==> src/hdl/vote_pkg.sv <==
`default_nettype none

package vote_pkg;

    // one lane vote: -1, 0 or +1
    typedef logic signed [1:0] vote_t;

    // lanes summed into one partial sum
    localparam int GROUP_LANES = 4;

    // partial sum of one group
    // range is +/- GROUP_LANES, fits 4 bits signed
    typedef logic signed [3:0] part_t;

    // widest total the top level may ask for
    localparam int ACC_W_MAX = 32;

    // running total as seen outside the accumulator
    // narrower totals are sign-extended into this
    typedef logic signed [ACC_W_MAX-1:0] acc_t;

endpackage

`default_nettype wire

==> src/hdl/vote_regs_pkg.sv <==
`default_nettype none

package vote_regs_pkg;

    // register address and data word
    typedef logic [1:0]  reg_addr_t;
    typedef logic [31:0] reg_data_t;

    // lane enable mask, read/write
    localparam reg_addr_t ADDR_MASK  = 2'd0;
    // control, write only
    localparam reg_addr_t ADDR_CTRL  = 2'd1;
    // running total, read only, sign-extended
    localparam reg_addr_t ADDR_TOTAL = 2'd2;

    // ctrl word: clear request
    localparam int CTRL_CLEAR_BIT = 0;

endpackage

`default_nettype wire

==> src/hdl/vote_accumulator.sv <==
`timescale 1ns/100ps
`default_nettype none

module vote_accumulator #(
    parameter int N_LANES = 16,
    parameter int ACC_W   = 30
) (
    input  wire                                 clk,
    input  wire                                 rst,
    input  wire vote_pkg::vote_t [N_LANES-1:0]  votes,
    input  wire                                 store_any,
    input  wire                                 clear,
    output vote_pkg::acc_t                      total,
    output logic                                sign_bit
);

    import vote_pkg::*;

    // groups of GROUP_LANES, last one padded with zero votes
    localparam int N_GROUPS = (N_LANES + GROUP_LANES - 1) / GROUP_LANES;
    localparam int N_PAD    = N_GROUPS * GROUP_LANES;

    vote_t                   votes_pad [N_PAD];
    part_t                   part_next [N_GROUPS];
    part_t                   part_q    [N_GROUPS];
    logic                    store_d1;
    logic                    store_d2;
    acc_t                    tree_sum;
    logic signed [ACC_W-1:0] total_q;

    // pad the lane vector up to a whole number of groups
    for (genvar i = 0; i < N_PAD; i++) begin : g_pad
        if (i < N_LANES) begin : g_lane
            assign votes_pad[i] = votes[i];
        end else begin : g_zero
            assign votes_pad[i] = '0;
        end
    end

    // first tree level, one partial sum per group
    always_comb begin
        for (int g = 0; g < N_GROUPS; g++) begin
            part_next[g] = '0;
            for (int l = 0; l < GROUP_LANES; l++) begin
                // size cast keeps the sign of the vote
                part_next[g] = part_next[g] + part_t'(votes_pad[g*GROUP_LANES + l]);
            end
        end
    end

    // partial sums land one edge after the votes
    always_ff @(posedge clk) begin
        if (rst) begin
            for (int g = 0; g < N_GROUPS; g++) begin
                part_q[g] <= '0;
            end
        end else begin
            for (int g = 0; g < N_GROUPS; g++) begin
                part_q[g] <= part_next[g];
            end
        end
    end

    // store strobe follows the data through two stages
    // d1 lines up with the votes, d2 with the partial sums
    always_ff @(posedge clk) begin
        if (rst) begin
            store_d1 <= 1'b0;
            store_d2 <= 1'b0;
        end else begin
            store_d1 <= store_any;
            store_d2 <= store_d1;
        end
    end

    // second tree level, all partial sums together
    always_comb begin
        tree_sum = '0;
        for (int g = 0; g < N_GROUPS; g++) begin
            tree_sum = tree_sum + acc_t'(part_q[g]);
        end
    end

    // running total, wraps at ACC_W bits
    // clear beats an add landing on the same edge
    always_ff @(posedge clk) begin
        if (rst) begin
            total_q <= '0;
        end else if (clear) begin
            total_q <= '0;
        end else if (store_d2) begin
            total_q <= total_q + tree_sum[ACC_W-1:0];
        end
    end

    // widen to the shared total type
    assign total    = acc_t'(total_q);
    // sign of the vote count
    assign sign_bit = total_q[ACC_W-1];

endmodule

`default_nettype wire

==> src/hdl/vote_regs.sv <==
`timescale 1ns/100ps
`default_nettype none

module vote_regs #(
    parameter int N_LANES = 16
) (
    input  wire                             clk,
    input  wire                             rst,
    input  wire                             reg_wr,
    input  wire vote_regs_pkg::reg_addr_t   reg_addr,
    input  wire vote_regs_pkg::reg_data_t   reg_wdata,
    output vote_regs_pkg::reg_data_t        reg_rdata,
    input  wire vote_pkg::acc_t             total,
    output logic [N_LANES-1:0]              lane_mask,
    output logic                            clear
);

    import vote_regs_pkg::*;

    logic wr_mask;
    logic wr_clear;

    // write decode
    assign wr_mask  = reg_wr && (reg_addr == ADDR_MASK);
    assign wr_clear = reg_wr && (reg_addr == ADDR_CTRL) && reg_wdata[CTRL_CLEAR_BIT];

    // lane mask, all lanes enabled out of reset
    // only the implemented lanes are stored
    always_ff @(posedge clk) begin
        if (rst) begin
            lane_mask <= '1;
        end else if (wr_mask) begin
            lane_mask <= reg_wdata[N_LANES-1:0];
        end
    end

    // clear is a one cycle pulse after the ctrl write
    // bit is not sticky, nothing to read back
    always_ff @(posedge clk) begin
        if (rst) begin
            clear <= 1'b0;
        end else begin
            clear <= wr_clear;
        end
    end

    // read-back mux, straight from the address
    always_comb begin
        case (reg_addr)
            ADDR_MASK: begin
                // unused upper lanes read as zero
                reg_rdata = reg_data_t'(lane_mask);
            end
            ADDR_TOTAL: begin
                // total arrives already sign-extended
                reg_rdata = reg_data_t'(total);
            end
            default: begin
                // ctrl and the spare address
                reg_rdata = '0;
            end
        endcase
    end

endmodule

`default_nettype wire

==> src/hdl/vote_selector.sv <==
`timescale 1ns/100ps
`default_nettype none

module vote_selector (
    input  wire             clk,
    input  wire             rst,
    input  wire             store_bit,
    input  wire             result_bit,
    input  wire             lane_en,
    output vote_pkg::vote_t vote
);

    import vote_pkg::*;

    vote_t vote_next;

    // map store and result onto a signed vote
    // a masked or idle lane votes zero
    always_comb begin
        vote_next = '0;
        if (store_bit && lane_en) begin
            if (result_bit) begin
                vote_next = 2'sd1;
            end else begin
                vote_next = -2'sd1;
            end
        end
    end

    // one register stage per lane
    always_ff @(posedge clk) begin
        if (rst) begin
            vote <= '0;
        end else begin
            vote <= vote_next;
        end
    end

endmodule

`default_nettype wire

==> src/hdl/vote_unit.sv <==
`timescale 1ns/100ps
`default_nettype none

module vote_unit #(
    parameter int N_LANES = 16,
    parameter int ACC_W   = 30
) (
    input  wire                             clk,
    input  wire                             rst,
    input  wire [N_LANES-1:0]               store,
    input  wire [N_LANES-1:0]               core_result,
    input  wire                             reg_wr,
    input  wire vote_regs_pkg::reg_addr_t   reg_addr,
    input  wire vote_regs_pkg::reg_data_t   reg_wdata,
    output wire vote_regs_pkg::reg_data_t   reg_rdata,
    output wire vote_pkg::acc_t             total,
    output wire                             sign_bit
);

    import vote_pkg::*;

    // one vote per lane into the tree
    vote_t [N_LANES-1:0] votes;
    logic  [N_LANES-1:0] lane_mask;
    logic                clear;
    logic                store_any;

    // any lane storing this cycle
    assign store_any = |store;

    // mask and clear come from software
    vote_regs #(
        .N_LANES (N_LANES)
    ) u_regs (
        .clk       (clk),
        .rst       (rst),
        .reg_wr    (reg_wr),
        .reg_addr  (reg_addr),
        .reg_wdata (reg_wdata),
        .reg_rdata (reg_rdata),
        .total     (total),
        .lane_mask (lane_mask),
        .clear     (clear)
    );

    // per lane vote conversion
    for (genvar k = 0; k < N_LANES; k++) begin : g_lane
        vote_selector u_sel (
            .clk        (clk),
            .rst        (rst),
            .store_bit  (store[k]),
            .result_bit (core_result[k]),
            .lane_en    (lane_mask[k]),
            .vote       (votes[k])
        );
    end

    // tree, strobe delay and running total
    vote_accumulator #(
        .N_LANES (N_LANES),
        .ACC_W   (ACC_W)
    ) u_acc (
        .clk       (clk),
        .rst       (rst),
        .votes     (votes),
        .store_any (store_any),
        .clear     (clear),
        .total     (total),
        .sign_bit  (sign_bit)
    );

endmodule

`default_nettype wire

==> config.mk <==
export PLATFORM = sky130hd
export DESIGN_NAME = vote_unit
export DESIGN_NICKNAME = d
export VERILOG_FILES = /design/src/hdl/vote_pkg.sv /design/src/hdl/vote_regs_pkg.sv /design/src/hdl/vote_accumulator.sv /design/src/hdl/vote_regs.sv /design/src/hdl/vote_selector.sv /design/src/hdl/vote_unit.sv
export SDC_FILE = /design/constraint.sdc
export NUM_CORES = 1
export LEC_CHECK = 0
export ABC_AREA = 1
export CORE_AREA = 3 3 139 141
export CTS_CLUSTER_SIZE = 12
export DETAILED_ROUTE_END_ITERATION = 8
export DIE_AREA = 0 0 142 144
export DONT_BUFFER_PORTS = 1
export MAX_ROUTING_LAYER = met4
export PLACE_DENSITY_LB_ADDON = 0.08
export SLEW_MARGIN = 10
export SYNTH_ARGS = -nofsm -noshare
export SYNTH_HDL_FRONTEND = slang
export SYNTH_HIERARCHICAL = 1
export SYNTH_SLANG_ARGS = --single-unit
export TNS_END_PERCENT = 20
==> constraint.sdc <==
create_clock -name clk -period 4 [get_ports clk]
set_input_delay 0.6 -clock clk [delete_from_list [all_inputs] [get_ports clk]]
set_output_delay 0.6 -clock clk [all_outputs]
set_load 0.005 [all_outputs]
==> results.sh, run 1 <==
export IMPL_endpoint_kind="register"
export IMPL_num_fill_cells=1819
export IMPL_initial_core_util_pct=49.6
export IMPL_setup_viol=0
export IMPL_min_delay_path_class="primary input to register"
export IMPL_leakage_nw=5.47
export IMPL_ys_ff_latch=97
export IMPL_netlist_area_um2=8980
export IMPL_rows=49
export IMPL_yosysUniqueCellTypes=32
export IMPL_grt_max_degree=54
export IMPL_io_pins=134
export IMPL_power_density_nw_per_um2=720
export IMPL_synth_edf_count=0
export IMPL_grt_antenna_before_repair=0
export IMPL_coreArea_um2=18100
export IMPL_grt_pass1_wl_um=35600
export IMPL_area_growth_pct=10.1
export IMPL_worstPathArrival_ns=4.07
export IMPL_dp_hpwl_um=17200
export IMPL_netlist_top_cell_by_area="fa_1"
export IMPL_final_core_util_pct=54.7
export IMPL_die_h_um=144
export IMPL_clock_path_buffers=2
export IMPL_grtUsageTotal_pct=22.7
export IMPL_synth_avg_cell_area_um2=7.15
export IMPL_syn_inst=1256
export IMPL_grt_pass1_vias=7299
export IMPL_clk_pin_slew_ns=0.08
export IMPL_antenna_cells=0
export IMPL_cts_tree="yes"
export IMPL_hold_viol_final=0
export IMPL_fp_dieW_um=142
export IMPL_h_tree_depth=3
export IMPL_clock_sinks=97
export IMPL_first_pass_iters=5
export IMPL_cts_hold_buf=0
export IMPL_routedWlPerCell_um=14.2
export IMPL_yosys_warnings=6
export IMPL_final_area_um2=9880
export IMPL_avgViaCountPerCell=4.81
export IMPL_drc=0
export IMPL_tightest_slew_ns=0.973
export IMPL_clk_latency_ns=0.35
export IMPL_path_max_fanout=25
export IMPL_fin_cells=1502
export IMPL_cp_required_ns=4.26
export IMPL_fin_worst_skew_ns=0.00985
export IMPL_synth_common_cells="inv_1 (350), nand2_1 (291), fa_1 (106)"
export IMPL_rsz0062_at_grt="true"
export IMPL_maxSlewHeadroom_pct=34.7
export IMPL_outcome="completed"
export IMPL_dp_cells=1485
export IMPL_ys_seq_area_share_pct=21.6
export IMPL_drive_gt1_share_pct=10.2
export IMPL_gr_total_overflow=0
export IMPL_slew_viol_final=0
export IMPL_syn_nets=1469
export IMPL_finalWirelength_um=21300
export IMPL_synthFlopType="dfxtp_1"
export IMPL_routabilityCongestion=0.918
export IMPL_drtIter0Drc=281
export IMPL_cts_root_buf="clkbuf_16"
export IMPL_yosysMostFrequentCell="inv_1"
export IMPL_cts_made_buffers=9
export IMPL_startpoint_type="register"
export IMPL_synthArstFlopShare_pct=0
export IMPL_yosys_top_cells_area="fa_1 (24%), dfxtp_1 (22%), inv_1 (15%)"
export IMPL_ant_nets=0
export IMPL_path_class="register to register"
export IMPL_max_freq_ghz=0.263
export IMPL_numPortBuffers=0
export IMPL_synth_top_area_share_pct=23.6
export IMPL_min_period_over_period_pct=95.1
export IMPL_vias=7223
export IMPL_place_area_um2=9460
export IMPL_final_nets=1481
export IMPL_irDropWorstVdd_v=0.000289
export IMPL_fin_worst_hold_slack_ns=0.300
export IMPL_fin_crit_ns=3.80
export IMPL_cap_viol_max_count=0
export IMPL_design_die_area_um2=20400
where the power goes:
group	switching, W	internal [W]	leakage (nW)
combinational	0.00320	0.00186	4.52
sequential	0.0000923	0.00108	0.801
clock	0.000449	0.000445	0.148
total	0.00374	0.00338	5.47
cells in the final DEF, fill, tap and decap left out, types with 3 or more instances in the layout:
master,synthesis,final
nand2_2,2,12
nor3_1,5,4
xor2_1,18,18
buf_12,0,3
buf_4,6,22
inv_1,350,349
and2_1,5,4
clkbuf_16,0,9
fa_1,106,106
nand4_1,9,9
ha_4,0,10
nand3_2,4,6
a21oi_1,46,41
dfxtp_1,97,95
inv_2,14,14
xnor2_1,8,8
o21ai_1,7,6
ha_1,38,26
a21oi_2,0,4
nand3_1,88,85
o21ai_0,15,15
nor3_2,17,18
nor2_2,7,11
nand2_1,291,281
nor2_1,96,91
layout make-up:
type | instances | area [um^2] | share of cell area (%)
Tap cell | 229 | 287 | 2.90
Inverter | 365 | 1370 | 13.9
Timing Repair Buffer | 25 | 225 | 2.28
Clock inverter | 7 | 78.8 | 0.797
Multi-Input combinational cell | 770 | 5750 | 58.2
Clock buffer | 9 | 225 | 2.28
Sequential cell | 97 | 1950 | 19.7
path summary, 6_finish.rpt:
kind / from / end / slack (ns) / cells after the start
worst max-delay path: u_acc/part_q[0][3]$_SDFF_PP0_ / u_acc/total_q[22]$_SDFFE_PP0P_ / 0.20 / 18
worst min-delay path: core_result[15] / g_lane[15].u_sel/vote[1]$_SDFF_PP0_ / 0.30 / 1
worst max register to register: u_acc/part_q[0][3]$_SDFF_PP0_ / u_acc/total_q[22]$_SDFFE_PP0P_ / 0.20 / 18
worst min register to register: u_acc/store_d1$_SDFF_PP0_ / u_acc/store_d2$_SDFF_PP0_ / 0.41 / 2
per-stage QoR:
| stage | power (W) | setup WS (ns) | TNS (ns) |
|---|---|---|---|
| after global placement | 0.00601 | 0.150 | 0 |
| after global routing | 0.00799 | -0.0689 | -0.193 |
| after floorplan | 0.00489 | -0.0518 | -0.301 |
| final | 0.00712 | 0.197 | 0 |
| after CTS | 0.00699 | 0.0917 | 0 |
| after detailed placement | 0.00605 | 0.107 | 0 |
state kept, by name, summed over array words and instances (netlist names):
register	flops
u_acc/store_d2	1
u_acc/part_q	16
u_acc/total_q	30
u_regs/lane_mask	16
u_acc/store_d1	1
g_lane.u_sel/vote	32
u_regs/clear	1
logic make-up after synthesis:
family	after synthesis	share of synthesized area [%]
DFF	97	21.6
adders and majority gates	144	28.9
xor gates and xnor gates	26	2.54
buffers and inverters	389	16.9
AOI/OAI and AO/OA	71	4.04
and+or+nand+nor	529	25.9
metal layers:
metal	part of all wire [%]	vias up	global-route usage [%]
li1	-	3673	-
met1	44	3362	28.3
met2	50	163	39.1
met3	4.0	25	2.45
met4	2.1	0	6.92
met5	0	-	-
worst max-delay path: stages, from the launching register on:
cell	delay (ns)
dfxtp_4	0.36
clkinvlp_4	0.09
buf_12	0.19
fa_1	0.56
inv_1	0.05
fa_1	0.50
inv_1	0.05
fa_1	0.50
inv_1	0.06
ha_4	0.29
nand2_2	0.09
inv_2	0.10
nand2_1	0.10
nor3_1	0.21
nand3_1	0.15
nand4_1	0.11
nand3_1	0.15
nand2_1	0.10
inv_1	0.04
what timing repair did:
item / CTS / global route
endpoints found under the setup margin: 0 / 15
gates resized for setup: 0 / 26
buffers inserted: 0 / 1
Note: power is estimated with default switching activity, not from simulation.
==> run 2: changes to the inputs <==
--- a/config.mk
+++ b/config.mk
@@ -6,11 +6,12 @@
 export NUM_CORES = 1
 export LEC_CHECK = 0
 export ABC_AREA = 1
-export CORE_AREA = 3 3 139 141
+export CORE_AREA = 2 2 138 140
 export CTS_CLUSTER_SIZE = 12
 export DETAILED_ROUTE_END_ITERATION = 8
-export DIE_AREA = 0 0 142 144
+export DIE_AREA = 0 0 140 142
 export DONT_BUFFER_PORTS = 1
+export GPL_TIMING_DRIVEN = 0
 export MAX_ROUTING_LAYER = met4
 export PLACE_DENSITY_LB_ADDON = 0.08
 export SLEW_MARGIN = 10
==> results.sh, run 2 (synthesis results as in run 1) <==
export IMPL_slew_viol_final=0
export IMPL_r2r_start="u_acc/part_q[0][3]$_SDFF_PP0_"
export IMPL_r2r_slack_ns=0.13
export IMPL_finalWorstSetupSlack_ns=0.127
export IMPL_power_density_nw_per_um2=736
export IMPL_final_common_cell="inv_1"
export IMPL_io_pins=134
export IMPL_path_max_fanout=5
export IMPL_clock_sinks=97
export IMPL_grt_pass1_wl_um=36900
export IMPL_tightest_slew_ns=0.812
export IMPL_setup_viol=0
export IMPL_vias=7252
export IMPL_grt_antenna_before_repair=0
export IMPL_endpoint_kind="register"
export IMPL_irDropWorstVdd_v=0.000327
export IMPL_cts_tree="yes"
export IMPL_avgViaCountPerCell=4.78
export IMPL_numPortBuffers=0
export IMPL_grt_pass1_vias=7207
export IMPL_dp_hpwl_um=18600
export IMPL_fp_dieW_um=140
export IMPL_clock_path_buffers=2
export IMPL_first_pass_iters=9
export IMPL_final_cell_mix="inv_1 (345), nand2_1 (274), fa_1 (106), dfxtp_1 (92), nor2_1 (89)"
export IMPL_num_fill_cells=1852
export IMPL_path_class="register to register"
export IMPL_fin_crit_ns=3.87
export IMPL_gr_total_overflow=0
export IMPL_r2r_end="u_acc/total_q[21]$_SDFFE_PP0P_"
export IMPL_cts_root_buf="clkbuf_16"
export IMPL_startpoint="u_acc/part_q[0][3]$_SDFF_PP0_"
export IMPL_area_growth_pct=12.5
export IMPL_setup_tns_ns=0
export IMPL_antenna_cells=0
export IMPL_ff2ff_path_depth=17
export IMPL_outcome="finished with violations"
export IMPL_fin_worst_skew_ns=0.0111
export IMPL_worstPathArrival_ns=4.14
export IMPL_rows=50
export IMPL_min_period_over_period_pct=96.8
export IMPL_coreArea_um2=18500
export IMPL_leakage_nw=5.49
export IMPL_drc=5
export IMPL_cts_hold_buf=0
export IMPL_fin_total_pwr_w=0.00743
export IMPL_drive_gt1_share_pct=12.2
export IMPL_cap_viol_max_count=0
export IMPL_worstSetupEndpoint="u_acc/total_q[21]$_SDFFE_PP0P_"
export IMPL_startpoint_type="register"
export IMPL_clk_pin_slew_ns=0.08
export IMPL_grt_max_degree=36
export IMPL_hold_viol_final=0
export IMPL_h_tree_depth=3
export IMPL_final_nets=1492
export IMPL_min_delay_path_class="primary input to register"
export IMPL_reg_top3="g_lane.u_sel/vote (32), u_acc/total_q (30)"
export IMPL_routedWlPerCell_um=15.1
export IMPL_drtIter0Drc=394
export IMPL_finalWirelength_um=22900
export IMPL_cp_required_ns=4.26
export IMPL_initial_core_util_pct=48.7
export IMPL_ant_nets=0
export IMPL_grtUsageTotal_pct=24.8
export IMPL_largest_reg_flops=32
export IMPL_cts_made_buffers=9
export IMPL_design_die_area_um2=19900
export IMPL_max_flop_register="g_lane.u_sel/vote"
export IMPL_violations="DRC"
export IMPL_die_h_um=142
export IMPL_max_freq_ghz=0.258
export IMPL_routabilityCongestion=1.01
export IMPL_place_ws_ns=-0.809
export IMPL_clk_latency_ns=0.36
export IMPL_maxSlewHeadroom_pct=45.9
## run 2: metal layers
| layer | global-route usage [%] | wire length (um) |
|---|---|---|
| met5 | - | 0 |
| met1 | 30.2 | 10100 |
| met2 | 43.9 | 11400 |
| met3 | 2.42 | 835 |
| met4 | 7.81 | 561 |
## run 2: how the worst min path moves through the flow
stage                                    startpoint  cells past startpoint                             endpoint  slack [ns]
after floorplan           u_acc/store_d1$_SDFF_PP0_                      2            u_acc/store_d2$_SDFF_PP0_        0.39
after global placement    u_acc/store_d1$_SDFF_PP0_                      2            u_acc/store_d2$_SDFF_PP0_        0.41
after detailed placement  u_acc/store_d1$_SDFF_PP0_                      2            u_acc/store_d2$_SDFF_PP0_        0.42
after CTS                           core_result[14]                      1  g_lane[14].u_sel/vote[1]$_SDFF_PP0_        0.28
after global routing                core_result[12]                      1  g_lane[12].u_sel/vote[1]$_SDFF_PP0_        0.29
final                                core_result[3]                      1   g_lane[3].u_sel/vote[1]$_SDFF_PP0_        0.29
## run 2: stage by stage
stage               instance area [um^2]  util, %  hold WS [ns]  cells
floorplan                           9110        -         0.388   1256
global placement                    9400     50.9         0.412   1490
detailed placement                  9450     51.2         0.416   1492
CTS                                 9830     53.3         0.282   1514
global route                       10100     54.7         0.288   1518
finish                             10100     54.7         0.293   1518
## run 2: critical path: stages (launching register included)
cell	delay, ns
dfxtp_4	0.41
clkinvlp_4	0.13
buf_4	0.18
fa_1	0.53
inv_1	0.05
fa_1	0.51
inv_1	0.06
fa_1	0.51
inv_1	0.07
ha_4	0.28
nand2_1	0.08
nor2_2	0.22
and2_4	0.20
nand3_1	0.15
nand4_1	0.14
nand3_1	0.10
nand2_1	0.09
inv_1	0.04
## run 2: area by class of cell
class	instances	area (um^2)	area share, %
multi-input combinational	770	5880	58.2
sequential	97	1950	19.3
inverter	365	1380	13.6
tap	234	293	2.90
clock buffer	9	225	2.23
buffer	24	151	1.50
timing repair buffer	11	140	1.39
clock inverter	7	76.3	0.755
timing repair inverter	1	7.51	0.0743
## run 2: repair_timing
action,CTS,global route
gates cloned,1,0
pin swaps,0,4
setup endpoints to repair,27,22
buffers inserted,5,4
gates resized for setup,3,51
## run 2: where the power goes
part / leakage, nW / switching, W / internal [W]
combinational: 4.54 / 0.00331 / 0.00199
clock: 0.149 / 0.000464 / 0.000450
sequential: 0.803 / 0.000137 / 0.00108
total: 5.49 / 0.00391 / 0.00352
==> run 3: changes to the inputs <==
--- a/config.mk
+++ b/config.mk
@@ -6,10 +6,10 @@
 export NUM_CORES = 1
 export LEC_CHECK = 0
 export ABC_AREA = 1
-export CORE_AREA = 2 2 138 140
+export CORE_AREA = 5 5 141 143
 export CTS_CLUSTER_SIZE = 12
 export DETAILED_ROUTE_END_ITERATION = 8
-export DIE_AREA = 0 0 140 142
+export DIE_AREA = 0 0 146 148
 export DONT_BUFFER_PORTS = 1
 export GPL_TIMING_DRIVEN = 0
 export MAX_ROUTING_LAYER = met4
==> results.sh, run 3 (synthesis results as in run 1) <==
export IMPL_outcome="completed"
export IMPL_clock_path_buffers=2
export IMPL_cts_hold_buf=0
export IMPL_final_area_um2=10100
export IMPL_fp_dieW_um=146
export IMPL_h_tree_depth=3
export IMPL_fin_worst_hold_slack_ns=0.302
export IMPL_cts_made_buffers=9
export IMPL_reg_top3="g_lane.u_sel/vote (32), u_acc/total_q (30)"
export IMPL_min_delay_path_class="primary input to register"
export IMPL_seq_area_um2=1950
export IMPL_drive_gt1_share_pct=13.1
export IMPL_cp_common_cell="inv_1"
export IMPL_hp_start="core_result[12]"
export IMPL_num_fill_cells=1839
export IMPL_cts_tree="yes"
export IMPL_first_pass_iters=5
export IMPL_largest_reg_flops=32
export IMPL_io_pins=134
export IMPL_slew_viol_final=0
export IMPL_path_class="register to register"
export IMPL_endpoint_kind="register"
export IMPL_clock_sinks=97
export IMPL_met1_usage_pct=28.6
export IMPL_power_density_nw_per_um2=737
export IMPL_final_nets=1491
export IMPL_r2r_start="u_acc/part_q[0][3]$_SDFF_PP0_"
export IMPL_cts_root_buf="clkbuf_16"
export IMPL_grt_busiest_layer="met2"
export IMPL_r2r_slack_ns=0.16
export IMPL_grt_antenna_before_repair=0
export IMPL_max_freq_ghz=0.261
export IMPL_setup_viol=0
export IMPL_min_path_cells=1
export IMPL_rows=50
export IMPL_die_h_um=148
export IMPL_worstPathArrival_ns=4.10
export IMPL_grt_pass1_vias=7479
export IMPL_grt_use_met3_pct=2.79
export IMPL_worstPathCellList="clkinvlp_4 -> buf_4 -> fa_1 -> inv_1 -> fa_1 -> inv_1 -> fa_1 -> inv_1 -> ha_1 -> nand2_1 -> inv_1 -> nand2_1 -> nand2_1 -> inv_1 -> nand2_1 -> inv_1 -> nand3_1 -> nand2_1 -> nand3_1 -> nand2_1 -> inv_1"
export IMPL_grt_pass1_wl_um=38400
export IMPL_dp_cells=1492
export IMPL_initial_core_util_pct=48.7
export IMPL_gr_total_overflow=0
export IMPL_ff2ff_path_depth=21
export IMPL_hold_viol_final=0
export IMPL_grt_max_degree=36
export IMPL_rsz0062_at_grt="true"
export IMPL_startpoint_type="register"
export IMPL_tightest_slew_ns=0.804
export IMPL_path_max_fanout=6
export IMPL_cp_required_ns=4.26
export IMPL_routabilityCongestion=0.935
export IMPL_cap_viol_max_count=0
export IMPL_avgViaCountPerCell=4.80
export IMPL_use_met2_pct=41.3
export IMPL_r2r_end="u_acc/total_q[21]$_SDFFE_PP0P_"
export IMPL_hold_end="g_lane[12].u_sel/vote[1]$_SDFF_PP0_"
export IMPL_critPathMaxStageDelay_ns=0.50
export IMPL_final_cell_mix="inv_1 (346), nand2_1 (267), fa_1 (106), dfxtp_1 (92), nor2_1 (90)"
export IMPL_antenna_cells=0
export IMPL_max_flop_register="g_lane.u_sel/vote"
export IMPL_vias=7288
export IMPL_ant_nets=0
export IMPL_drc=0
export IMPL_leakage_nw=5.50
export IMPL_clk_pin_slew_ns=0.08
export IMPL_irDropWorstVdd_v=0.000362
export IMPL_drtIter0Drc=337
export IMPL_numPortBuffers=0
export IMPL_fin_crit_ns=3.84
export IMPL_clk_latency_ns=0.36
export IMPL_routedWlPerCell_um=15.5
export IMPL_design_die_area_um2=21600
export IMPL_grtUsageTotal_pct=23.1
export IMPL_area_growth_pct=13.0
export IMPL_fin_cells=1517
export IMPL_fin_worst_skew_ns=0.0104
export IMPL_place_area_um2=9450
export IMPL_coreArea_um2=18500
export IMPL_final_common_cell="inv_1"
export IMPL_finalWirelength_um=23500
export IMPL_fin_total_pwr_w=0.00747
export IMPL_maxSlewHeadroom_pct=46.4
export IMPL_slowest_stage="fa_1"
export IMPL_dp_hpwl_um=18900
export IMPL_multi_input_area_um2=5930
export IMPL_min_period_over_period_pct=95.9
[run 3: cell count changes in the layout (fill, tap and decap cells not counted), sizes merged]
cell | before | now
inv | 368 | 369
clkinv | 3 | 2
buf | 30 | 29
[run 3: final cells by class]
| class | instances | share of cell area [%] |
|---|---|---|
| plain buffers | 24 | 1.49 |
| clock buffers | 9 | 2.22 |
| clock inverters | 7 | 0.752 |
| inverters | 365 | 13.6 |
| multi-input cells | 770 | 58.4 |
| flip-flops and latches | 97 | 19.3 |
| well taps | 234 | 2.89 |
| repair buffers | 10 | 1.31 |
| repair inverters | 1 | 0.0740 |
[run 3: where the power goes]
group / internal [W] / switching [W] / leakage, nW / total, W
clock: 0.000451 / 0.000475 / 0.150 / 0.000926
combinational: 0.00200 / 0.00333 / 4.55 / 0.00533
sequential: 0.00108 / 0.000142 / 0.803 / 0.00122
[run 3: repair_timing]
action | CTS | global route
endpoints found under the hold margin | 0 | 0
setup buffers | 3 | 5
gates cloned | 1 | 0
gates resized for setup | 3 | 67
pin swaps | 0 | 12
endpoints found under the setup margin | 27 | 23
[run 3: how the worst max path moves through the flow]
stage / from / endpoint / slack [ns]
after global routing: u_acc/part_q[0][3]$_SDFF_PP0_ / u_acc/total_q[28]$_SDFFE_PP0P_ / -0.02
after floorplan: u_acc/part_q[0][3]$_SDFF_PP0_ / u_acc/total_q[29]$_SDFFE_PP0P_ / -0.05
after CTS: u_acc/total_q[1]$_SDFFE_PP0P_ / u_acc/total_q[23]$_SDFFE_PP0P_ / 0.005
after detailed placement: u_acc/part_q[0][3]$_SDFF_PP0_ / u_acc/total_q[24]$_SDFFE_PP0P_ / -0.83
after global placement: u_acc/part_q[0][3]$_SDFF_PP0_ / u_acc/total_q[29]$_SDFFE_PP0P_ / -0.81
final: u_acc/part_q[0][3]$_SDFF_PP0_ / u_acc/total_q[21]$_SDFFE_PP0P_ / 0.16
[run 3: through the flow]
step	worst slack, ns	util [%]	setup TNS [ns]
after floorplan	-0.0518	-	-0.301
after global placement	-0.813	50.9	-17.22
after CTS	0.00501	53.2	0
final	0.163	55.0	0
after detailed placement	-0.830	51.2	-17.73
after global routing	-0.0176	55.0	-0.0746
[run 3: layer usage]
metal / part of all wire, % / up-vias
li1: - / 3696
met1: 44 / 3439
met2: 51 / 136
met3: 3.5 / 17
met4: 1.4 / 0
met5: 0 / -
[run 3: critical path, delay by kind of cell (launching register included)]
kind                     cells  cell delay [ns]
adder cells (fa/ha/maj)      4             1.84
AND/OR/NAND/NOR              8             0.75
buffers and inverters        9             0.72
flip-flops                   1             0.42
